===== src/design/cuckoo_config.svh =====
// ----------------------------------------------------------------------
// Build-time parameters of the cuckoo hash table.
// Included by the package and by any RTL file that needs a value here.
// ----------------------------------------------------------------------
`ifndef CUCKOO_CONFIG_SVH
`define CUCKOO_CONFIG_SVH

// Entry layout
`define CUCKOO_KEY_W        16
`define CUCKOO_VALUE_W      16

// Table geometry, 64 slots per table
`define CUCKOO_NUM_TABLES   3
`define CUCKOO_DEPTH_LOG2   6
`define CUCKOO_MAX_KICKS    8

// Odd multipliers for the per-table hash
`define CUCKOO_SEED_0       16'h9e37
`define CUCKOO_SEED_1       16'h7f4b
`define CUCKOO_SEED_2       16'hc2b3

// Command codes on the top-level and table ports
`define CUCKOO_CMD_GET      2'd0
`define CUCKOO_CMD_SET      2'd1
`define CUCKOO_CMD_UNSET    2'd2
`define CUCKOO_CMD_CLEAR    2'd3

`endif


===== src/design/cuckoo_pkg.sv =====
// ----------------------------------------------------------------------
// Shared types of the cuckoo hash table: keys, entries, indices and
// the controller FSM encoding. Referenced by scoped names.
// ----------------------------------------------------------------------
`include "cuckoo_config.svh"

package cuckoo_pkg;

    typedef logic [`CUCKOO_KEY_W-1:0]                  key_t;
    typedef logic [`CUCKOO_VALUE_W-1:0]                value_t;
    // Key in the upper half, value in the lower half
    typedef logic [`CUCKOO_KEY_W+`CUCKOO_VALUE_W-1:0]  entry_t;
    typedef logic [1:0]                                command_t;
    typedef logic [`CUCKOO_DEPTH_LOG2-1:0]             addr_t;
    typedef logic [1:0]                                tbl_idx_t;
    typedef logic [3:0]                                kick_cnt_t;

    typedef enum logic [3:0] {
        ST_RESET,
        ST_IDLE,
        ST_CLEAR,
        ST_CLEAR_WAIT,
        ST_CLEAR_STASH,
        ST_CHECK,
        ST_CHECK_WAIT,
        ST_DELETE,
        ST_DELETE_WAIT,
        ST_INSERT,
        ST_INSERT_WAIT,
        ST_INSERT_POP,
        ST_DONE,
        ST_ERROR
    } ctrl_state_t;

endpackage


===== src/design/tbl_if.sv =====
// ----------------------------------------------------------------------
// Request/response link between the controller and the table set.
// The controller drives modport ctrl, the table set modport tables.
// ----------------------------------------------------------------------
`timescale 1ns/1ps

interface tbl_if;

    // Request side
    logic                  req;
    cuckoo_pkg::command_t  command;
    cuckoo_pkg::tbl_idx_t  tbl_idx;
    cuckoo_pkg::key_t      key;
    cuckoo_pkg::entry_t    wr_entry;

    // Response side, slot content before any write
    logic                  rdy;
    logic                  ack;
    logic                  rd_valid;
    cuckoo_pkg::entry_t    rd_entry;

    modport ctrl (
        output req, command, tbl_idx, key, wr_entry,
        input  rdy, ack, rd_valid, rd_entry
    );

    modport tables (
        input  req, command, tbl_idx, key, wr_entry,
        output rdy, ack, rd_valid, rd_entry
    );

endinterface


===== src/design/cuckoo_controller.sv =====
// ----------------------------------------------------------------------
// Command FSM: lookup over all tables, delete, cuckoo insertion with a
// one-entry stash and a kick limit, and a table-by-table clear.
// ----------------------------------------------------------------------
`timescale 1ns/1ps
`include "cuckoo_config.svh"

module cuckoo_controller (
    input  logic                  clk,
    input  logic                  srst,
    input  logic                  req,
    input  cuckoo_pkg::command_t  command,
    input  cuckoo_pkg::key_t      key,
    input  cuckoo_pkg::value_t    set_value,
    output logic                  rdy,
    output logic                  ack,
    output logic                  err,
    output logic                  found,
    output cuckoo_pkg::value_t    get_value,
    tbl_if.ctrl                   tbl
);

    localparam cuckoo_pkg::tbl_idx_t  LAST_TBL  =
        cuckoo_pkg::tbl_idx_t'(`CUCKOO_NUM_TABLES - 1);
    localparam cuckoo_pkg::kick_cnt_t LAST_KICK =
        cuckoo_pkg::kick_cnt_t'(`CUCKOO_MAX_KICKS - 1);

    cuckoo_pkg::ctrl_state_t  state;
    cuckoo_pkg::ctrl_state_t  nxt_state;

    // Command context
    cuckoo_pkg::command_t  cmd_r;
    cuckoo_pkg::key_t      cur_key;
    cuckoo_pkg::value_t    cur_value;
    logic                  found_r;
    cuckoo_pkg::value_t    value_r;

    // Bubble stash and loop counters
    cuckoo_pkg::entry_t    stash_entry;
    logic                  stash_active;
    cuckoo_pkg::tbl_idx_t  tbl_idx;
    cuckoo_pkg::kick_cnt_t kick_cnt;
    logic                  idx_inc;

    logic                  tbl_req;
    cuckoo_pkg::command_t  tbl_cmd;
    cuckoo_pkg::key_t      rd_key;
    cuckoo_pkg::value_t    rd_value;
    logic                  hit;
    logic                  accept;

    assign rd_key   = tbl.rd_entry[`CUCKOO_VALUE_W +: `CUCKOO_KEY_W];
    assign rd_value = tbl.rd_entry[`CUCKOO_VALUE_W-1:0];
    assign hit      = tbl.rd_valid && (rd_key == cur_key);
    assign accept   = req && rdy;

    // ------------------------------------------------------------------
    // Next state and table request
    // ------------------------------------------------------------------
    always_comb begin
        nxt_state = state;
        tbl_req   = 1'b0;
        tbl_cmd   = `CUCKOO_CMD_GET;
        idx_inc   = 1'b0;
        case (state)
            cuckoo_pkg::ST_RESET: nxt_state = cuckoo_pkg::ST_IDLE;
            cuckoo_pkg::ST_IDLE: begin
                if (req) begin
                    nxt_state = (command == `CUCKOO_CMD_CLEAR) ?
                                cuckoo_pkg::ST_CLEAR : cuckoo_pkg::ST_CHECK;
                end
            end
            cuckoo_pkg::ST_CLEAR: begin
                tbl_req = 1'b1;
                tbl_cmd = `CUCKOO_CMD_CLEAR;
                if (tbl.rdy) nxt_state = cuckoo_pkg::ST_CLEAR_WAIT;
            end
            cuckoo_pkg::ST_CLEAR_WAIT: begin
                if (tbl.ack) begin
                    idx_inc   = 1'b1;
                    nxt_state = (tbl_idx == LAST_TBL) ?
                                cuckoo_pkg::ST_CLEAR_STASH : cuckoo_pkg::ST_CLEAR;
                end
            end
            cuckoo_pkg::ST_CLEAR_STASH: nxt_state = cuckoo_pkg::ST_DONE;
            cuckoo_pkg::ST_CHECK: begin
                tbl_req = 1'b1;
                if (tbl.rdy) nxt_state = cuckoo_pkg::ST_CHECK_WAIT;
            end
            cuckoo_pkg::ST_CHECK_WAIT: begin
                if (tbl.ack) begin
                    if (hit) begin
                        // Index stays on the matching table for a delete
                        if (cmd_r == `CUCKOO_CMD_GET)        nxt_state = cuckoo_pkg::ST_DONE;
                        else if (cmd_r == `CUCKOO_CMD_UNSET) nxt_state = cuckoo_pkg::ST_DELETE;
                        else                                 nxt_state = cuckoo_pkg::ST_ERROR;
                    end else begin
                        // Wraps to table 0 after the last one, ready for insertion
                        idx_inc = 1'b1;
                        if (tbl_idx != LAST_TBL)             nxt_state = cuckoo_pkg::ST_CHECK;
                        else if (cmd_r == `CUCKOO_CMD_GET)   nxt_state = cuckoo_pkg::ST_DONE;
                        else if (cmd_r == `CUCKOO_CMD_SET)   nxt_state = cuckoo_pkg::ST_INSERT;
                        else                                 nxt_state = cuckoo_pkg::ST_ERROR;
                    end
                end
            end
            cuckoo_pkg::ST_DELETE: begin
                tbl_req = 1'b1;
                tbl_cmd = `CUCKOO_CMD_UNSET;
                if (tbl.rdy) nxt_state = cuckoo_pkg::ST_DELETE_WAIT;
            end
            cuckoo_pkg::ST_DELETE_WAIT: begin
                if (tbl.ack) nxt_state = cuckoo_pkg::ST_DONE;
            end
            cuckoo_pkg::ST_INSERT: begin
                tbl_req = 1'b1;
                tbl_cmd = `CUCKOO_CMD_SET;
                if (tbl.rdy) nxt_state = cuckoo_pkg::ST_INSERT_WAIT;
            end
            cuckoo_pkg::ST_INSERT_WAIT: begin
                if (tbl.ack) nxt_state = cuckoo_pkg::ST_INSERT_POP;
            end
            cuckoo_pkg::ST_INSERT_POP: begin
                // Out of kicks: the displaced entry is dropped
                if (!stash_active)           nxt_state = cuckoo_pkg::ST_DONE;
                else if (kick_cnt == LAST_KICK) nxt_state = cuckoo_pkg::ST_ERROR;
                else begin
                    idx_inc   = 1'b1;
                    nxt_state = cuckoo_pkg::ST_INSERT;
                end
            end
            cuckoo_pkg::ST_DONE:  nxt_state = cuckoo_pkg::ST_IDLE;
            cuckoo_pkg::ST_ERROR: nxt_state = cuckoo_pkg::ST_IDLE;
            default:              nxt_state = cuckoo_pkg::ST_RESET;
        endcase
    end

    // ------------------------------------------------------------------
    // State, stash flag and loop counters
    // ------------------------------------------------------------------
    always_ff @(posedge clk) begin
        if (srst) begin
            state        <= cuckoo_pkg::ST_RESET;
            stash_active <= 1'b0;
            found_r      <= 1'b0;
            tbl_idx      <= '0;
            kick_cnt     <= '0;
        end else begin
            state <= nxt_state;
            if (accept) begin
                found_r  <= 1'b0;
                tbl_idx  <= '0;
                kick_cnt <= '0;
            end else if (idx_inc) begin
                tbl_idx <= (tbl_idx == LAST_TBL) ? '0 : tbl_idx + 1'b1;
            end
            if (state == cuckoo_pkg::ST_CHECK_WAIT && tbl.ack && hit) found_r <= 1'b1;
            if (state == cuckoo_pkg::ST_INSERT_WAIT && tbl.ack && tbl.rd_valid) begin
                stash_active <= 1'b1;
            end else if (state == cuckoo_pkg::ST_INSERT_POP ||
                         state == cuckoo_pkg::ST_CLEAR_STASH) begin
                stash_active <= 1'b0;
            end
            if (state == cuckoo_pkg::ST_INSERT_POP && stash_active) kick_cnt <= kick_cnt + 1'b1;
        end
    end

    // Held key/value, result value and stash payload
    always_ff @(posedge clk) begin
        if (accept) begin
            cmd_r     <= command;
            cur_key   <= key;
            cur_value <= set_value;
            value_r   <= '0;
        end
        if (state == cuckoo_pkg::ST_CHECK_WAIT && tbl.ack && hit) value_r <= rd_value;
        if (state == cuckoo_pkg::ST_INSERT_WAIT && tbl.ack && tbl.rd_valid) begin
            stash_entry <= tbl.rd_entry;
        end
        // Pop: the displaced entry becomes the one to place next
        if (state == cuckoo_pkg::ST_INSERT_POP && stash_active) begin
            cur_key   <= stash_entry[`CUCKOO_VALUE_W +: `CUCKOO_KEY_W];
            cur_value <= stash_entry[`CUCKOO_VALUE_W-1:0];
        end
    end

    assign rdy       = (state == cuckoo_pkg::ST_IDLE);
    assign ack       = (state == cuckoo_pkg::ST_DONE) || (state == cuckoo_pkg::ST_ERROR);
    assign err       = (state == cuckoo_pkg::ST_ERROR);
    assign found     = found_r;
    assign get_value = value_r;

    assign tbl.req      = tbl_req;
    assign tbl.command  = tbl_cmd;
    assign tbl.tbl_idx  = tbl_idx;
    assign tbl.key      = cur_key;
    assign tbl.wr_entry = {cur_key, cur_value};

endmodule


===== src/flat_wrapper.sv =====
// flat-port wrapper written by rule: the top's interface ports become plain ports
module cuckoo_controller_flat 
  (clk, srst, req, command, key, set_value, rdy, ack, err, found, get_value, tbl_req, tbl_command, tbl_tbl_idx, tbl_key, tbl_wr_entry, tbl_rdy, tbl_ack, tbl_rd_valid, tbl_rd_entry);
  tbl_if tbl_i ();
  input  logic clk;
  input  logic srst;
  input  logic req;
  input  cuckoo_pkg::command_t command;
  input  cuckoo_pkg::key_t key;
  input  cuckoo_pkg::value_t set_value;
  output logic rdy;
  output logic ack;
  output logic err;
  output logic found;
  output cuckoo_pkg::value_t get_value;
  output wire logic [$bits(tbl_i.req)-1:0] tbl_req;
  output wire logic [$bits(tbl_i.command)-1:0] tbl_command;
  output wire logic [$bits(tbl_i.tbl_idx)-1:0] tbl_tbl_idx;
  output wire logic [$bits(tbl_i.key)-1:0] tbl_key;
  output wire logic [$bits(tbl_i.wr_entry)-1:0] tbl_wr_entry;
  input wire logic [$bits(tbl_i.rdy)-1:0] tbl_rdy;
  input wire logic [$bits(tbl_i.ack)-1:0] tbl_ack;
  input wire logic [$bits(tbl_i.rd_valid)-1:0] tbl_rd_valid;
  input wire logic [$bits(tbl_i.rd_entry)-1:0] tbl_rd_entry;
  assign tbl_req = tbl_i.req;
  assign tbl_command = tbl_i.command;
  assign tbl_tbl_idx = tbl_i.tbl_idx;
  assign tbl_key = tbl_i.key;
  assign tbl_wr_entry = tbl_i.wr_entry;
  assign tbl_i.rdy = tbl_rdy;
  assign tbl_i.ack = tbl_ack;
  assign tbl_i.rd_valid = tbl_rd_valid;
  assign tbl_i.rd_entry = tbl_rd_entry;
  cuckoo_controller u_core (.clk(clk), .srst(srst), .req(req), .command(command), .key(key), .set_value(set_value), .rdy(rdy), .ack(ack), .err(err), .found(found), .get_value(get_value), .tbl(tbl_i));
endmodule

===== config.mk =====
export PLATFORM = sky130hd
export DESIGN_NAME = cuckoo_controller_flat
export DESIGN_NICKNAME = d
export VERILOG_FILES = /design/src/design/cuckoo_pkg.sv /design/src/design/tbl_if.sv /design/src/design/cuckoo_controller.sv /design/src/flat_wrapper.sv
export VERILOG_INCLUDE_DIRS = /design/src /design/src/design
export SDC_FILE = /design/constraint.sdc
export NUM_CORES = 1
export LEC_CHECK = 0
export BUFFER_PORTS_ARGS = -buffer_cell sky130_fd_sc_hd__buf_2
export CAP_MARGIN = 15
export CORE_ASPECT_RATIO = 0.8
export CORE_MARGIN = 2
export CORE_UTILIZATION = 34
export DETAILED_ROUTE_END_ITERATION = 7
export HOLD_SLACK_MARGIN = 0.12
export MAX_ROUTING_LAYER = met4
export PLACE_DENSITY_LB_ADDON = 0.05
export SETUP_SLACK_MARGIN = 0.2
export SLEW_MARGIN = 20
export SYNTH_ARGS = -nofsm -noshare
export SYNTH_HDL_FRONTEND = slang
export SYNTH_SLANG_ARGS = --single-unit

===== constraint.sdc =====
create_clock -name clk -period 11.2 [get_ports clk]
set_clock_uncertainty 0.1 [all_clocks]
set_input_delay 2.24 -clock clk [delete_from_list [all_inputs] [get_ports clk]]
set_output_delay 2.24 -clock clk [all_outputs]
set_load 0.01 [all_outputs]

# Word-level counts from Yosys, hierarchy flattened
# Index checks and enable logic that the tools add are counted.
[totals]
reg_bits = 94
latch_bits = 0
mem_bits_rw = 0
rom_bits = 0
in_bits = 72
output_inout_bits = 73
elab_cells = 100
memories = 0
[classes]
add_sub_neg = 2
multipliers = 0
n_div = 0
n_lt_le_gt_ge = 0
eq_ne = 29
shift = 0
muxes = 41
bitwise_logic = 0
reduce_logical = 18
[op_table]
columns = ["cell", "count"]
rows = [
  ["$mux W16", 6],
  ["$mux W4", 17],
  ["$pmux W4 S12", 1],
  ["$eq A4 B4 Y1 const B", 6],
  ["$eq A4 B3 Y1 const B", 5],
  ["$ne A2 B2 Y1 const B", 10],
  ["$eq A16 B16 Y1", 1],
  ["$mux W3", 4],
  ["$mux W1", 10],
  ["$reduce_and A9 Y1", 1],
  ["$eq A4 B2 Y1 const B", 2],
  ["$logic_and A1 B1 Y1", 7],
  ["$eq A2 B2 Y1 const B", 3],
  ["$pmux W2 S3", 1],
  ["$reduce_bool A2 Y1", 3],
  ["$add A4 B1 Y4 const B", 1],
  ["$eq A4 B1 Y1 const B", 1],
  ["$logic_not A4 Y1", 1],
  ["$reduce_or A4 Y1", 1],
  ["$pmux W1 S3", 1],
  ["$reduce_or A3 Y1", 1],
  ["$add A2 B1 Y2 const B", 1],
  ["$eq A2 B1 Y1 const B", 1],
  ["$logic_not A2 Y1", 1],
  ["other kinds (3)", 4],
]

# Longest topological paths before layout
[logic_depth]
ltp_word = 7
ltp_mapped = 10
mapped_depth_nobuf = 8

# Worst setup path before layout
# OpenSTA, ideal clock, no wires.
[synth_timing]
kind = "input-to-reg"
start = "input port tbl_ack"
end = "register u_core.stash_entry[0], enable pin"
setup_time_ns = 0.464
t_arrival_ns = 4.531
required_ns = 10.636
path_slack_ns = 6.106
path_stages = 2
path_buffers = 0
path_cell_list = "nand2_1 > nor3_1"
[synth_via]
elab_chain_cells = 2
[synth_rtl]
columns = ["item", "line", "source"]
rows = [
  ["start, declared", "flat_wrapper.sv:22", "input wire logic [$bits(tbl_i.ack)-1:0] tbl_ack;"],
  ["$logic_and A1 B1 Y1 (2 in series)", "cuckoo_controller.sv:177", "if (state == cuckoo_pkg::ST_INSERT_WAIT && tbl.ack && tbl.rd_valid) begin"],
  ["end signal, assigned", "cuckoo_controller.sv:178", "stash_entry <= tbl.rd_entry;"],
  ["end, declared", "cuckoo_controller.sv:39", "cuckoo_pkg::entry_t stash_entry;"],
]
# Every way passes these cells.
# A chain may end at the register's enable or synchronous reset.

# Final worst setup path
[layout_timing]
start = "register u_core.state[0]"
end = "output port tbl_req"
[layout_via]
elab_chain_cells = 3
word_cells_on_any_way = 6
[layout_rtl]
columns = ["item", "line", "source"]
rows = [
  ["start, declared", "cuckoo_controller.sv:28", "cuckoo_pkg::ctrl_state_t state;"],
  ["start signal, assigned", "cuckoo_controller.sv:143", "state <= cuckoo_pkg::ST_RESET;"],
  ["start signal, assigned", "cuckoo_controller.sv:149", "state <= nxt_state;"],
  ["$eq A4 B2 Y1 (tied with other cells)", "cuckoo_controller.sv:65", "case (state)"],
  ["$reduce_or A4 Y1 (no line) (*)", "-", ""],
  ["$mux W1 (*)", "cuckoo_controller.sv:65", ""],
  ["end, declared", "flat_wrapper.sv:16", "output wire logic [$bits(tbl_i.req)-1:0] tbl_req;"],
]
# Mark *: on every way between the ends. The rest lies on a longest branch, timed or not.

==> impl_metrics.py <==
metrics = {
    "synthesis": {
        "yosysWarnings": 0,
        "synth-edff-count": 82,
        "synth_flop_cell": "edfxtp_1",
        "synthesis.nets": 466,
        "syn_area_per_cell_um2": 11.0,
        "ys_seq_area_frac": 0.624,
        "yosysUniqueCellTypes": 51,
        "syn_area_um2": 4330,
        "synth_seq_cells": 94,
        "netlist_instances": 393,
        "synth-async-reset-ratio": 0,
    },
    "pwr": {
        "ir_drop_mv": 0.0741,
        "switching_power_w": 0.000289,
        "switching_share": 0.286,
        "p_per_area_nw_per_um2": 186,
        "internal_power_w": 0.000722,
        "comb_power_share": 0.194,
        "power_frac_seq": 0.457,
        "p_leak_nw": 2.28,
        "clkPwrFrac": 0.348,
    },
    "critical_path": {
        "critical_path_class": "reg2out",
        "worstPathRequired_ns": 8.86,
        "endpoint_kind": "output pin",
        "startpoint_type": "flop",
        "crit_arrival_ns": 2.25,
        "crit_fanout": 20,
    },
    "routing": {
        "drt_wl_total_mm": 11.3,
        "drt-pass1-iter-count": 4,
        "drc": 0,
        "drt_first_iter_violations": 181,
        "ant_nets": 0,
        "viasPerCell": 4.68,
        "vias": 3232,
        "routedWlPerCell_um": 16.3,
    },
    "grt": {
        "grt_usage": 0.174,
        "overflow": 0,
        "grt_pass1_wl_mm": 17.4,
        "grt_max_degree": 39,
        "grt_pass1_vias": 3156,
        "grt_antenna_before_repair": 0,
    },
    "die": {
        "die-area_um2": 13700,
        "core-area_um2": 12300,
        "num_rows": 36,
        "fp.dieW_um": 130,
        "initial_core_util": 0.352,
        "die_y_um": 105,
        "ioPinCount": 145,
    },
    "clock_tree": {
        "cts_hold_buf": 0,
        "clk_path_buf_depth": 2,
        "cts_max_level": 3,
        "post_cts_buffers": 0,
        "numCtsBuffers": 9,
        "cts_tree": "done",
        "cts.sinks": 94,
        "path_clk_slew_ns": 0.07,
        "root_buffer": "clkbuf_16",
        "clk_latency_ns": 0.34,
        "cts_resized": 0,
    },
    "placed_design": {
        "port_buffers": 144,
        "post-place-ws_ns": 6.69,
        "gp_congestion": 0.854,
        "dp_hpwl_mm": 7.64,
        "dp_cells": 676,
    },
    "timing": {
        "min_period_ns": 4.59,
        "finalHoldViolCount": 0,
        "worst_slack_ns": 6.61,
        "fin_tns_setup_ns": 0,
        "slew_headroom": 0.373,
        "clock.fmax_mhz": 218,
        "setup_viol": 0,
        "hold_slack_ns": 0.397,
        "worst_pin_slew_ns": 0.938,
        "finalCritPeriodShare": 0.410,
        "drv_slew": 0,
        "rsz0062_at_grt": "false",
    },
    "layout": {
        "n_antenna_cell": 0,
        "final-seq-area_um2": 2700,
        "layout.nets": 589,
        "fillers": 1243,
        "syn2layout_area_growth_pct": 25.4,
        "final_cell_count_no_fill": 691,
        "multiInputGateArea_um2": 1410,
        "drive_gt1_frac": 0.331,
    },
    "flow_run": {
        "drv_cap": 0,
    },
    "run_status": {
        "status": "finished, final reports clean",
    },
    "min_path": {
        "min_path_type": "reg2reg",
    },
}
[power by group through the flow]
stage / registers (W) / clock network, W / logic [W]
detailed placement: 0.000469 / 0 / 0.000199
global placement: 0.000469 / 0 / 0.000199
CTS: 0.000462 / 0.000361 / 0.000200
finish: 0.000462 / 0.000352 / 0.000197
floorplan: 0.000455 / 0 / 0.000143
global route: 0.000469 / 0.000374 / 0.000221
[state kept, by name, indices dropped and copies added, names as in the netlist]
register,count
u_core.found,1
u_core.state,4
u_core.cmd_r,2
u_core.stash_active,1
u_core.tbl.key,16
u_core.tbl.tbl_idx,2
u_core.stash_entry,32
u_core.get_value,16
u_core.kick_cnt,4
u_core.cur_value,16
[path summary, 6_finish.rpt]
kind / cells past startpoint / startpoint / slack (ns) / to
setup / recovery: 4 / u_core.state[0] / 6.61 / tbl_req
setup reg to reg: 8 / u_core.state[0] / 7.17 / u_core.kick_cnt[2]
hold reg to reg: 2 / u_core.found / 0.40 / u_core.found
hold / removal: 2 / u_core.found / 0.40 / u_core.found
[synth_stat cells (3+ instances only)]
master    count  share of area
nand2_1     110          0.095
edfxtp_1     82           0.57
and2_1       18          0.026
a21oi_1      17          0.020
nor2_1       17          0.015
buf_4        16          0.028
dfxtp_1      12          0.055
xor2_1       12          0.024
clkbuf_1     11         0.0095
nand3_1      10          0.012
nor2b_1       7          0.010
o21ai_1       6         0.0069
xnor2_1       5          0.010
buf_2         4         0.0046
inv_1         4         0.0035
nor3_1        4         0.0046
or3_1         4         0.0058
a21o_1        3         0.0052
and3_1        3         0.0043
inv_2         3         0.0026
nand2b_1      3         0.0043
nand4_1       3         0.0043
[layout make-up]
class	instances	area share
Clock inverter	5	0.0198
Multi-Input combinational cell	258	0.260
Sequential cell	94	0.498
Tap cell	171	0.0394
Timing Repair Buffer	146	0.136
Clock buffer	10	0.0422
Inverter	7	0.00484
[layout by cell type, fill, tap and decap left out, types with 2 or more instances in the layout]
cell / n
buf_2: 144
nand2_1: 110
edfxtp_1: 82
and2_1: 18
a21oi_1: 17
nor2_1: 16
xor2_1: 12
dfxtp_1: 12
nand3_1: 10
clkbuf_16: 9
nor2b_1: 7
o21ai_1: 6
xnor2_1: 5
inv_1: 4
or3_1: 4
inv_2: 3
nand4_1: 3
nor3_1: 3
and3_1: 3
nand2b_1: 3
a21o_1: 3
bufinv_16: 3
nor2_4: 2
nor4_2: 2
nor4b_1: 2
a221oi_1: 2
a31oi_1: 2
nand3b_1: 2
o2111ai_1: 2
o22a_1: 2
nand4b_1: 2
a311oi_1: 2
buf_4: 2
[layer usage]
metal / up-vias / track usage / routed length (um)
met1: 1519 / 0.243 / 5420
li1: 1595 / - / -
met2: 111 / 0.259 / 5060
met3: 7 / 0.0471 / 699
met4: 0 / 0.0323 / 89
met5: - / - / 0
[worst max-delay path: stages (launching register included)]
cell	delay (ns)
dfxtp_1	0.74
nor2b_1	0.70
a221oi_1	0.25
inv_1	0.09
buf_2	0.12
[through the flow]
| stage | instance area, um^2 | util | power, W |
|---|---|---|---|
| after CTS | 5430 | 0.441 | 0.00102 |
| after floorplan | 4330 | - | 0.000598 |
| after global routing | 5430 | 0.441 | 0.00106 |
| after detailed placement | 5090 | 0.414 | 0.000668 |
| after global placement | 5090 | 0.414 | 0.000668 |
| final | 5430 | 0.441 | 0.00101 |
[cell families (layout without fill, tap and decap cells)]
family,after synthesis,after routing,synth area share
simple gates,193,193,0.213
flops,94,94,0.624
compound gates,44,44,0.0659
buf+inv,41,168,0.0523
xor+xnor,17,17,0.0344
mux,3,3,0.00751
fa+ha+maj,1,1,0.00289
(Power assumes the default switching activity.)
